[src/design/sif_pkg.sv]
package sif_pkg;

	// width of the interleaved drive word from the controller
	localparam int DRIVE_W = 18;

	// width of each local oscillator component, cosine and sine alike
	localparam int LO_W = 18;

	// the deinterleaver keeps the top bits of the drive word
	// and drops the single LSB below them
	localparam int IQ_W = DRIVE_W - 1;

	// width of one sample in the double data rate DAC word
	localparam int DAC_W = 16;

	// full-rate drive pair after deinterleaving
	// both halves change together, on the cycle after the Q sample
	typedef struct packed {
		logic signed [IQ_W-1:0] i;
		logic signed [IQ_W-1:0] q;
	} drive_iq_t;

	// complex local oscillator as a cosine and sine pair
	// negation of these components is bitwise inversion throughout,
	// so a negated component lands one LSB below the true value
	typedef struct packed {
		logic signed [LO_W-1:0] cos;
		logic signed [LO_W-1:0] sin;
	} lo_pair_t;

	// one DDR word for the DAC
	// s0 goes out in the first half of the DAC clock and s1 in the second
	typedef struct packed {
		logic signed [DAC_W-1:0] s0;
		logic signed [DAC_W-1:0] s1;
	} ddr_word_t;

endpackage

[src/design/dac_output_gate.sv]
`timescale 1ns/1ps

module dac_output_gate #(
	parameter int DAC_W = sif_pkg::DAC_W
) (
	input  logic                    clk,
	input  logic                    i_rst_n,
	// drive enable level, low silences the DAC
	input  logic                    i_enable,
	// first-half sample, from the early LO phase
	input  logic signed [DAC_W-1:0] i_s0,
	// second-half sample, from the late LO phase
	input  logic signed [DAC_W-1:0] i_s1,
	output sif_pkg::ddr_word_t      o_dac
);

	import sif_pkg::*;

	ddr_word_t gated;
	ddr_word_t dac_q;

	// both halves are zeroed together, so a disabled drive never
	// leaves half a word on the DAC
	always_comb begin
		if (i_enable) begin
			gated.s0 = i_s0;
			gated.s1 = i_s1;
		end else begin
			gated = '0;
		end
	end

	// the register lines the word up with the DAC clock and keeps the
	// gate glitch free at the pins
	always_ff @(posedge clk) begin
		if (!i_rst_n) begin
			dac_q <= '0;
		end else begin
			dac_q <= gated;
		end
	end

	assign o_dac = dac_q;

endmodule

[src/design/iq_deinterleave.sv]
`timescale 1ns/1ps

module iq_deinterleave #(
	parameter int DRIVE_W = sif_pkg::DRIVE_W
) (
	input  logic                      clk,
	input  logic                      i_rst_n,
	// low while an I sample is on the drive bus, high for the Q sample
	input  logic                      i_iq_sel,
	input  logic signed [DRIVE_W-1:0] i_drive,
	output sif_pkg::drive_iq_t        o_pair
);

	import sif_pkg::*;

	// only the top bits of the drive word go on to the mixers
	localparam int KEEP_W = DRIVE_W - 1;

	logic signed [KEEP_W-1:0] drive_top;
	logic signed [KEEP_W-1:0] held_i;
	drive_iq_t                pair_q;

	// the LSB of the drive word is dropped here
	assign drive_top = i_drive[DRIVE_W-1 -: KEEP_W];

	// the I sample waits in held_i until its Q partner shows up
	// on the next clock
	// the pair register only loads on the Q edge, so each pair
	// stays on o_pair for two full cycles and the mixers
	// never see an I from one symbol next to a Q from another
	always_ff @(posedge clk) begin
		if (!i_rst_n) begin
			held_i <= '0;
			pair_q <= '0;
		end else if (!i_iq_sel) begin
			// even edge, I sample on the bus
			held_i <= drive_top;
		end else begin
			// odd edge, Q sample on the bus
			// load it together with the I that came before it
			pair_q.i <= held_i;
			pair_q.q <= drive_top;
		end
	end

	assign o_pair = pair_q;

endmodule

[src/design/level_mixer.sv]
`timescale 1ns/1ps

module level_mixer #(
	parameter int IQ_W  = sif_pkg::IQ_W,
	parameter int LO_W  = sif_pkg::LO_W,
	parameter int DAC_W = sif_pkg::DAC_W
) (
	input  logic                    clk,
	input  logic                    i_rst_n,
	input  sif_pkg::drive_iq_t      i_pair,
	input  sif_pkg::lo_pair_t       i_lo,
	output logic signed [DAC_W-1:0] o_sample
);

	// full products and their sum, kept exact before scaling
	localparam int PROD_W = IQ_W + LO_W;
	localparam int SUM_W  = PROD_W + 1;
	// a full-scale LO is close to 2^(LO_W-1), so this shift takes it back out
	localparam int SCALE_SH = LO_W - 1;
	// bits above the sign of the DAC sample that have to agree with it
	localparam int HI_W = SUM_W - DAC_W + 1;

	logic signed [IQ_W-1:0]   pair_i;
	logic signed [IQ_W-1:0]   pair_q;
	logic signed [LO_W-1:0]   lo_cos;
	logic signed [LO_W-1:0]   lo_sin;
	logic signed [PROD_W-1:0] prod_ic_q;
	logic signed [PROD_W-1:0] prod_qs_q;
	logic signed [SUM_W-1:0]  sum;
	logic signed [SUM_W-1:0]  scaled;
	logic        [HI_W-1:0]   hi_bits;
	logic signed [DAC_W-1:0]  sat;

	assign pair_i = i_pair.i;
	assign pair_q = i_pair.q;
	assign lo_cos = i_lo.cos;
	assign lo_sin = i_lo.sin;

	// sum is sign extended from both products, so it cannot overflow
	assign sum     = prod_ic_q + prod_qs_q;
	assign scaled  = sum >>> SCALE_SH;
	assign hi_bits = scaled[SUM_W-1:DAC_W-1];

	// if every bit from the top down to the DAC sign bit agrees the
	// value fits, otherwise clamp to the limit on the side of the sign
	always_comb begin
		if ((&hi_bits) || !(|hi_bits)) begin
			sat = scaled[DAC_W-1:0];
		end else if (scaled[SUM_W-1]) begin
			sat = {1'b1, {(DAC_W-1){1'b0}}};
		end else begin
			sat = {1'b0, {(DAC_W-1){1'b1}}};
		end
	end

	// cycle one registers the two products, cycle two the saturated sum
	always_ff @(posedge clk) begin
		if (!i_rst_n) begin
			prod_ic_q <= '0;
			prod_qs_q <= '0;
			o_sample  <= '0;
		end else begin
			prod_ic_q <= pair_i * lo_cos;
			prod_qs_q <= pair_q * lo_sin;
			o_sample  <= sat;
		end
	end

endmodule

[src/design/lo_quarter_shift.sv]
`timescale 1ns/1ps

module lo_quarter_shift #(
	parameter int LO_W = sif_pkg::LO_W
) (
	input  logic              clk,
	input  logic              i_rst_n,
	// divider state, which also walks the quarter-rate phasor
	input  logic [1:0]        i_div_state,
	input  sif_pkg::lo_pair_t i_lo,
	// phase for the first half of the DDR word
	output sif_pkg::lo_pair_t o_lo_early,
	// phase for the second half of the DDR word
	output sif_pkg::lo_pair_t o_lo_late
);

	import sif_pkg::*;

	// 1/16 stands in for the small phase step between the two DDR halves
	localparam int INTERP_SH = 4;

	lo_pair_t rot_d;
	lo_pair_t rot_q;
	lo_pair_t early_d;
	lo_pair_t early_q;
	lo_pair_t late_d;
	lo_pair_t late_q;

	logic signed [LO_W-1:0] rot_c;
	logic signed [LO_W-1:0] rot_s;
	logic signed [LO_W-1:0] rot_c_sh;
	logic signed [LO_W-1:0] rot_s_sh;

	// stage one multiplies the LO by exp(j*pi/2*k) with k from the divider
	// at a quarter of the clock rate this is only swaps and inversions,
	// so no multiplier is needed
	// inversion gives the negation one LSB low, which the LO can absorb
	always_comb begin
		case (i_div_state)
			2'b00: begin
				rot_d.cos = i_lo.cos;
				rot_d.sin = i_lo.sin;
			end
			2'b01: begin
				rot_d.cos = ~i_lo.sin;
				rot_d.sin = i_lo.cos;
			end
			2'b10: begin
				rot_d.cos = ~i_lo.cos;
				rot_d.sin = ~i_lo.sin;
			end
			default: begin
				rot_d.cos = i_lo.sin;
				rot_d.sin = ~i_lo.cos;
			end
		endcase
	end

	assign rot_c    = rot_q.cos;
	assign rot_s    = rot_q.sin;
	assign rot_c_sh = rot_c >>> INTERP_SH;
	assign rot_s_sh = rot_s >>> INTERP_SH;

	// stage two builds the two DDR phases
	// early is the rotated LO times (1 + j/16)
	// late is the rotated LO times (j + 1/16), a quarter turn further on
	// all sums wrap at LO_W bits
	always_comb begin
		early_d.cos = rot_c - rot_s_sh;
		early_d.sin = rot_s + rot_c_sh;
		late_d.cos  = ~rot_s + rot_c_sh;
		late_d.sin  = rot_c + rot_s_sh;
	end

	always_ff @(posedge clk) begin
		if (!i_rst_n) begin
			rot_q   <= '0;
			early_q <= '0;
			late_q  <= '0;
		end else begin
			rot_q   <= rot_d;
			early_q <= early_d;
			late_q  <= late_d;
		end
	end

	assign o_lo_early = early_q;
	assign o_lo_late  = late_q;

endmodule

[src/design/second_if_dac.sv]
`timescale 1ns/1ps

module second_if_dac #(
	parameter int DRIVE_W = sif_pkg::DRIVE_W,
	parameter int LO_W    = sif_pkg::LO_W,
	parameter int DAC_W   = sif_pkg::DAC_W
) (
	input  logic                      clk,
	input  logic                      i_rst_n,
	// bit 0 is the I/Q strobe, both bits pick the quarter rotation
	input  logic [1:0]                i_div_state,
	// I and Q interleaved on alternate clocks
	input  logic signed [DRIVE_W-1:0] i_drive,
	input  logic                      i_enable,
	// low IF local oscillator
	input  sif_pkg::lo_pair_t         i_lo,
	// DDR word for the single DAC
	output sif_pkg::ddr_word_t        o_dac
);

	import sif_pkg::*;

	// the deinterleaver drops one LSB of the drive
	localparam int PAIR_W = DRIVE_W - 1;

	drive_iq_t               drive_pair;
	lo_pair_t                lo_early;
	lo_pair_t                lo_late;
	logic signed [DAC_W-1:0] mix_s0;
	logic signed [DAC_W-1:0] mix_s1;

	// drive path, 1 cycle after the Q sample
	iq_deinterleave #(
		.DRIVE_W (DRIVE_W)
	) deinterleave (
		.clk      (clk),
		.i_rst_n  (i_rst_n),
		.i_iq_sel (i_div_state[0]),
		.i_drive  (i_drive),
		.o_pair   (drive_pair)
	);

	// LO path, 2 cycles, which lines it up with the pair for the mixers
	lo_quarter_shift #(
		.LO_W (LO_W)
	) lo_shift (
		.clk         (clk),
		.i_rst_n     (i_rst_n),
		.i_div_state (i_div_state),
		.i_lo        (i_lo),
		.o_lo_early  (lo_early),
		.o_lo_late   (lo_late)
	);

	// one mixer per half of the DDR word, both fed the same drive pair
	level_mixer #(
		.IQ_W  (PAIR_W),
		.LO_W  (LO_W),
		.DAC_W (DAC_W)
	) mixer_s0 (
		.clk      (clk),
		.i_rst_n  (i_rst_n),
		.i_pair   (drive_pair),
		.i_lo     (lo_early),
		.o_sample (mix_s0)
	);

	level_mixer #(
		.IQ_W  (PAIR_W),
		.LO_W  (LO_W),
		.DAC_W (DAC_W)
	) mixer_s1 (
		.clk      (clk),
		.i_rst_n  (i_rst_n),
		.i_pair   (drive_pair),
		.i_lo     (lo_late),
		.o_sample (mix_s1)
	);

	// final register, the enable acts on the word one cycle later
	dac_output_gate #(
		.DAC_W (DAC_W)
	) out_gate (
		.clk      (clk),
		.i_rst_n  (i_rst_n),
		.i_enable (i_enable),
		.i_s0     (mix_s0),
		.i_s1     (mix_s1),
		.o_dac    (o_dac)
	);

endmodule

[config.mk]
export PLATFORM = sky130hd
export DESIGN_NAME = second_if_dac
export DESIGN_NICKNAME = d
export VERILOG_FILES = /design/src/design/sif_pkg.sv /design/src/design/dac_output_gate.sv /design/src/design/iq_deinterleave.sv /design/src/design/level_mixer.sv /design/src/design/lo_quarter_shift.sv /design/src/design/second_if_dac.sv
export SDC_FILE = /design/constraint.sdc
export NUM_CORES = 2
export LEC_CHECK = 0
export BUFFER_PORTS_ARGS = -buffer_cell sky130_fd_sc_hd__buf_2
export CAP_MARGIN = 30
export CORE_MARGIN = 5
export CORE_UTILIZATION = 40
export CTS_CLUSTER_DIAMETER = 150
export CTS_CLUSTER_SIZE = 28
export DETAILED_ROUTE_END_ITERATION = 16
export PLACE_DENSITY = 0.61
export SYNTH_ARGS = -nofsm -noshare
export SYNTH_HDL_FRONTEND = slang
export SYNTH_SLANG_ARGS = --single-unit
[constraint.sdc]
create_clock -name clk -period 8.6 [get_ports clk]
set_input_delay 0 -clock clk [delete_from_list [all_inputs] [get_ports clk]]
set_output_delay 0 -clock clk [all_outputs]
set_load 0.02 [all_outputs]
-- After elaboration in Yosys (flattened, before gate mapping)
Cells that the tools add are included.
- register bits after elaboration: 363
- bits in latches: 0
- memory bits (writable): 0
- bits in read-only memories: 0
- bits of input ports: 59
- output and inout port bits: 32
- memories kept: 0
- add/sub/neg operators: 6
- multipliers: 4
- divide/modulo/power cells: 0
- order comparisons: 0
- equality and inequality tests: 2
- shifts and indexed selects: 0
- muxes and demuxes: 5
- bitwise gates (word level): 3
- reductions and logical operators: 10
- operators with widths (operator ; count):
    $mul A17 B18 Y35 ; 4
    $pmux W36 S3 ; 1
    $add A35 B35 Y36 ; 2
    $mux W16 ; 4
    $add A18 B14 Y18 ; 3
    $not A18 Y18 ; 3
    $sub A18 B14 Y18 ; 1
    $reduce_and A4 Y1 ; 2
    $reduce_or A4 Y1 ; 2
    $eq A2 B1 Y1 const B ; 1
    $eq A2 B2 Y1 const B ; 1
    $logic_not A1 Y1 ; 2
    $logic_not A2 Y1 ; 1
    $logic_or A1 B1 Y1 ; 2
    $reduce_and A2 Y1 ; 1

-- Longest topological paths before layout
- depth after elaboration: 5
- gate-level depth with buffers: 26

-- Hierarchy
A second synthesis with hierarchy kept.
- cells, all modules: 6703
- area, all modules: 61801.8 µm²
- modules (own cells, without submodules) (module ; instances ; cells each ; area each (µm²) ; sequential area each (µm²)):
    level_mixer (mixer_s0) ; 1 ; 2823 ; 26083.8 ; 1721.7
    level_mixer (mixer_s1) ; 1 ; 2803 ; 26055.0 ; 1721.7
    lo_quarter_shift ; 1 ; 825 ; 6842.8 ; 2142.1
    iq_deinterleave ; 1 ; 182 ; 1909.3 ; 1021.0
    dac_output_gate ; 1 ; 70 ; 910.9 ; 640.6

-- Worst setup path before layout
No wires, ideal clock.
- path type: register to register
- from: register deinterleave.o_pair[8] (netlist name)
- to: register mixer_s1.prod_qs_q[34]
- arrival: 6.170 ns
- required time: 8.485 ns
- slack: 2.315 ns
- stages on the path, launching flop included: 26
- clock period less this slack: 6.285 ns
- cell sequence: dfxtp_1 -> clkbuf_1 -> clkbuf_1 -> nand2_1 -> fa_1 -> inv_1 -> fa_1 -> inv_1 -> fa_1 -> inv_1 -> fa_1 -> fa_1 -> inv_1 -> fa_1 -> inv_1 -> ha_1 -> and3_1 -> a221oi_1 -> nor3_1 -> a41oi_1 -> o21ai_0 -> o211ai_1 -> a31oi_1 -> o41ai_1 -> xnor2_1 -> and2_1
- cells in the longest elaborated chain, start to end: 1
- ends and longest elaborated chain (item ; line ; RTL):
    $mul A17 B18 Y35 ; level_mixer.sv:64 ; prod_qs_q <= pair_q * lo_sin;
    to (signal assigned) ; level_mixer.sv:64 ;
    to (decl) ; level_mixer.sv:28 ; logic signed [PROD_W-1:0] prod_qs_q;
No other way between the ends.
A chain may end at the register's enable or synchronous reset.

-- Worst setup path after layout
- from: register deinterleave.pair_q, in the netlist deinterleave.o_pair[19]
- to: register mixer_s1.prod_ic_q[34]
- cells in the longest elaborated chain, start to end: 1
- ends and longest elaborated chain (item ; line ; RTL):
    from (decl) ; iq_deinterleave.sv:21 ; drive_iq_t pair_q;
    $mul A17 B18 Y35 ; level_mixer.sv:63 ; prod_ic_q <= pair_i * lo_cos;
    to (signal assigned) ; level_mixer.sv:63 ;
    to (decl) ; level_mixer.sv:27 ; logic signed [PROD_W-1:0] prod_ic_q;
No other way between the ends.

==> summary.txt <==
CTS
  – Post-CTS Setup Bufs: 0
  – Skew-Pair Late Insertion Delay: between 0.5 and 0.6 ns
  – Cts hold-fix bufs: 73
  – CTS tree: done
  – Htree depth: 1
  – Clock Pin Slew Worst Setup and Hold Paths: approximately 0.12 ns
  – Cts bufs inserted: 16
  – Max Root-Sink Buffers: 3
  – Root Driver: clkbuf_16
  – PostCTS Resize Cnt: 0
  – Clock sink count: around 360

Worst setup path
  – Critical Path AT: 7.80 ns
  – Required time of the critical path: roughly 9 ns
  – Critical Path Sink Type: flip-flop
  – CP Launch Point: deinterleave.o_pair[19]$_SDFFE_PN0P_
  – R2r setup slk: around 1.2 ns
  – R2R depth: 20
  – Capturing point of the worst reg2reg path: mixer_s1.prod_ic_q[34]$_SDFF_PN0_
  – FF-to-FF Start: deinterleave.o_pair[19]$_SDFFE_PN0P_
  – Worst-path maximum fanout: 15
  – CP Class: reg2reg
  – Crit start category: flip-flop

Drt
  – Drt drc: 0
  – Routed vias/inst: between 4 and 5
  – Iter 0 DRT Violations: 2326
  – WL/cell: 17.9 um
  – DR pass1 iterations: 5
  – Final wirelength: 155 mm
  – Vias: roughly 43000
  – Post-route ant nets: 0

Placed design
  – Placer Congestion: ~0.9
  – Port Buffers: just under 90
  – HPWL Detailed: 127 mm

Run status
  – Status: finished, final reports clean

Die
  – Chip height: 400 um
  – Core area: roughly 150000 um2
  – Die area: around 160000 um2
  – Site row count: between 100 and 150
  – Initial Util: between 40% and 50%
  – I/O pins: a little over 90
  – DIE WIDTH: between 400 and 500 um

Logic synthesis
  – Avg Cell Area, Syn: between 9 and 10 um2
  – Synth Warn #: 0
  – Ys flop type: dfxtp_1
  – Synth async-reset ratio: 0%
  – Count of different cell masters after synthesis: 71
  – Synthesized instance count: around 6600
  – Register area share after synthesis: approximately an eighth
  – Synthesized flop and latch total: between 300 and 400
  – Net Count, Synth: approximately 8400
  – Netlist Area Pre-Place: about 61000 um2
  – EDFF count, synth: 0

Power
  – Peak supply drop: around 0.00012 V
  – PwrDens: ~130 nW/um2
  – Leakage power total: roughly 33 nW

STA
  – Slew @ Worst Pin: ~1.0 ns
  – Slew Viols, Final: 0
  – Fmax: 135 MHz
  – Rel. slew slack: 28.4%
  – Final hold vios: 0
  – Worst Skew: around 0.042 ns
  – Final period util: 86.0%
  – # setup viols final: 0
  – Unrepaired setup endpoints after global routing: no
  – Setup TNS: 0 ns
  – Clock period minus worst slack: 7.39 ns

Final layout
  – Layout area overhead: 6.39%
  – Fillers: approximately 15000
  – Util after Layout: a little over two fifths
  – Layout cells sized above 1: 3.44%
  – Net count, final: ~8400

Global routing
  – GR Overflow Total: 0
  – Largest net degree at the start of global routing: ~120
  – Initial antenna violation count: 2
  – First-pass GRT wire length: around 250 mm
  – Vias in the first global route: between 40000 and 50000
  – Total track usage: between 10% and 20%

Hold path
  – Worst hold start: i_enable
  – Worst hold path type: in2reg
  – Hold path cells: 2
  – WHS Endpoint: out_gate.o_dac[27]$_SDFF_PN0_

Job
  – Max_cap viols: 0
-- worst max-delay path, cell delays in order, from the launching register on --
cell and delay, ns:
dfxtp_1 0.90, buf_4 0.35, nand2_1 0.12, fa_1 0.57, fa_1 0.46, fa_1 0.55
inv_1 0.06, fa_1 0.50, fa_1 0.49, inv_1 0.05, fa_1 0.53, inv_1 0.06
ha_1 0.34, a2111oi_0 0.60, nand2_1 0.16, o211ai_1 0.24, nand2_1 0.16, a221oi_1 0.52
a31oi_1 0.18, xnor2_1 0.33, nor2_1 0.08
-- cells in the final DEF, fill, tap and decap left out, drive strengths merged, types with 58 or more instances in the layout --
master / Yosys / final
dlygate4sd3: 0 / 73
inv: 1343 / 1344
fa: 1248 / 1248
a21oi: 230 / 230
xnor2: 162 / 162
nor3: 59 / 59
xor2: 86 / 86
dfxtp: 362 / 362
nor2: 357 / 357
and2: 638 / 638
nand2b: 84 / 84
nand2: 658 / 658
buf: 8 / 181
ha: 484 / 484
and3: 58 / 58
o21ai: 106 / 106
a21o: 86 / 86
-- metrics by stage --
step	hold WS (ns)	total power [mW]	setup WS [ns]	cell area, um2	instances
global route	0.0876	9.33	0.773	64800	8657
floorplan	0.146	6.03	2.32	60900	6640
global placement	0.264	7.50	1.33	63500	8559
finish	0.0434	8.50	1.21	64800	8658
CTS	0.0289	8.54	1.26	64700	8653
detailed placement	0.273	7.57	1.30	63500	8562
-- power by group --
part           switching (mW)  leakage (nW)  internal (mW)  total (mW)
logic                    2.95          30.3           2.07        5.02
clock network           0.561         0.211          0.352       0.913
registers               0.567          2.98           2.00        2.57
total                    4.08          33.5           4.42        8.50
-- worst max path at each step --
stage                                             end  slack, ns  depth (start not counted)
global route        mixer_s0.prod_qs_q[32]$_SDFF_PN0_       0.77                         23
global placement    mixer_s1.prod_ic_q[34]$_SDFF_PN0_       1.33                         20
CTS                 mixer_s0.prod_qs_q[32]$_SDFF_PN0_       1.26                         23
finish              mixer_s1.prod_ic_q[34]$_SDFF_PN0_       1.21                         20
detailed placement  mixer_s0.prod_qs_q[32]$_SDFF_PN0_       1.30                         23
floorplan           mixer_s1.prod_qs_q[34]$_SDFF_PN0_       2.32                         25
-- registers in the layout, summed over array words and instances, names as in the netlist --
register	flops
mixer_s0.o_sample	16
deinterleave.held_i	17
lo_shift.o_lo_late	36
deinterleave.o_pair	34
mixer_s0.prod_qs_q	35
lo_shift.rot_s	18
mixer_s1.prod_qs_q	35
out_gate.o_dac	32
mixer_s1.o_sample	16
lo_shift.rot_c	18
lo_shift.o_lo_early	35
mixer_s1.prod_ic_q	35
mixer_s0.prod_ic_q	35
-- cells in the mapped netlist, types with 12 or more instances --
library cell | instances | area [um2]
a21o_1 | 84 | 631
fa_1 | 1248 | 25000
o21bai_1 | 21 | 158
o211ai_1 | 17 | 128
nor2b_1 | 29 | 181
mux2i_1 | 42 | 420
or3_1 | 12 | 75.1
dfxtp_1 | 362 | 7250
o21a_1 | 43 | 323
a31oi_1 | 25 | 156
clkbuf_1 | 277 | 1040
inv_1 | 1343 | 5040
nand3_1 | 28 | 140
nor3_1 | 59 | 295
a211oi_1 | 18 | 135
nand2_1 | 658 | 2470
nor2_1 | 357 | 1340
nand4_1 | 17 | 106
a21oi_1 | 229 | 1150
o21ai_0 | 103 | 515
and3_1 | 57 | 357
and2_1 | 638 | 3990
xnor2_1 | 162 | 1420
nand2b_1 | 84 | 526
xor2_1 | 86 | 753
ha_1 | 484 | 6060
-- per-layer routing --
metal | up-vias | global-route usage [%] | wire length [um]
met3 | 153 | 2.38 | 8130
met4 | 2 | 3.25 | 2740
met2 | 999 | 33.4 | 72500
li1 | 19936 | - | -
met5 | - | 0 | 13
met1 | 21920 | 28.2 | 71400
-- logic make-up after synthesis --
logic type	count (synthesis)	share of synthesized area, %
multiplexers	42	0.690
AO/OA/AOI/OAI	636	6.60
adder cells (fa/ha/maj)	1733	51.0
AND/OR/NAND/NOR	1989	16.2
flip-flops	362	11.9
buffers and inverters	1630	10.1
XOR/XNOR	248	3.57
-- area by class of cell --
type	count	area [um2]	area share, %
Timing Repair Buffer	254	1990	3.07
Clock buffer	17	414	0.639
Sequential cell	362	7250	11.2
Antenna cell	1	2.50	0.00386
Inverter	1345	5060	7.80
Clock inverter	1	16.3	0.0251
Tap cell	2030	2540	3.92
Multi-Input combinational cell	4648	47500	73.3
Note: power is estimated with default switching activity, not from simulation.
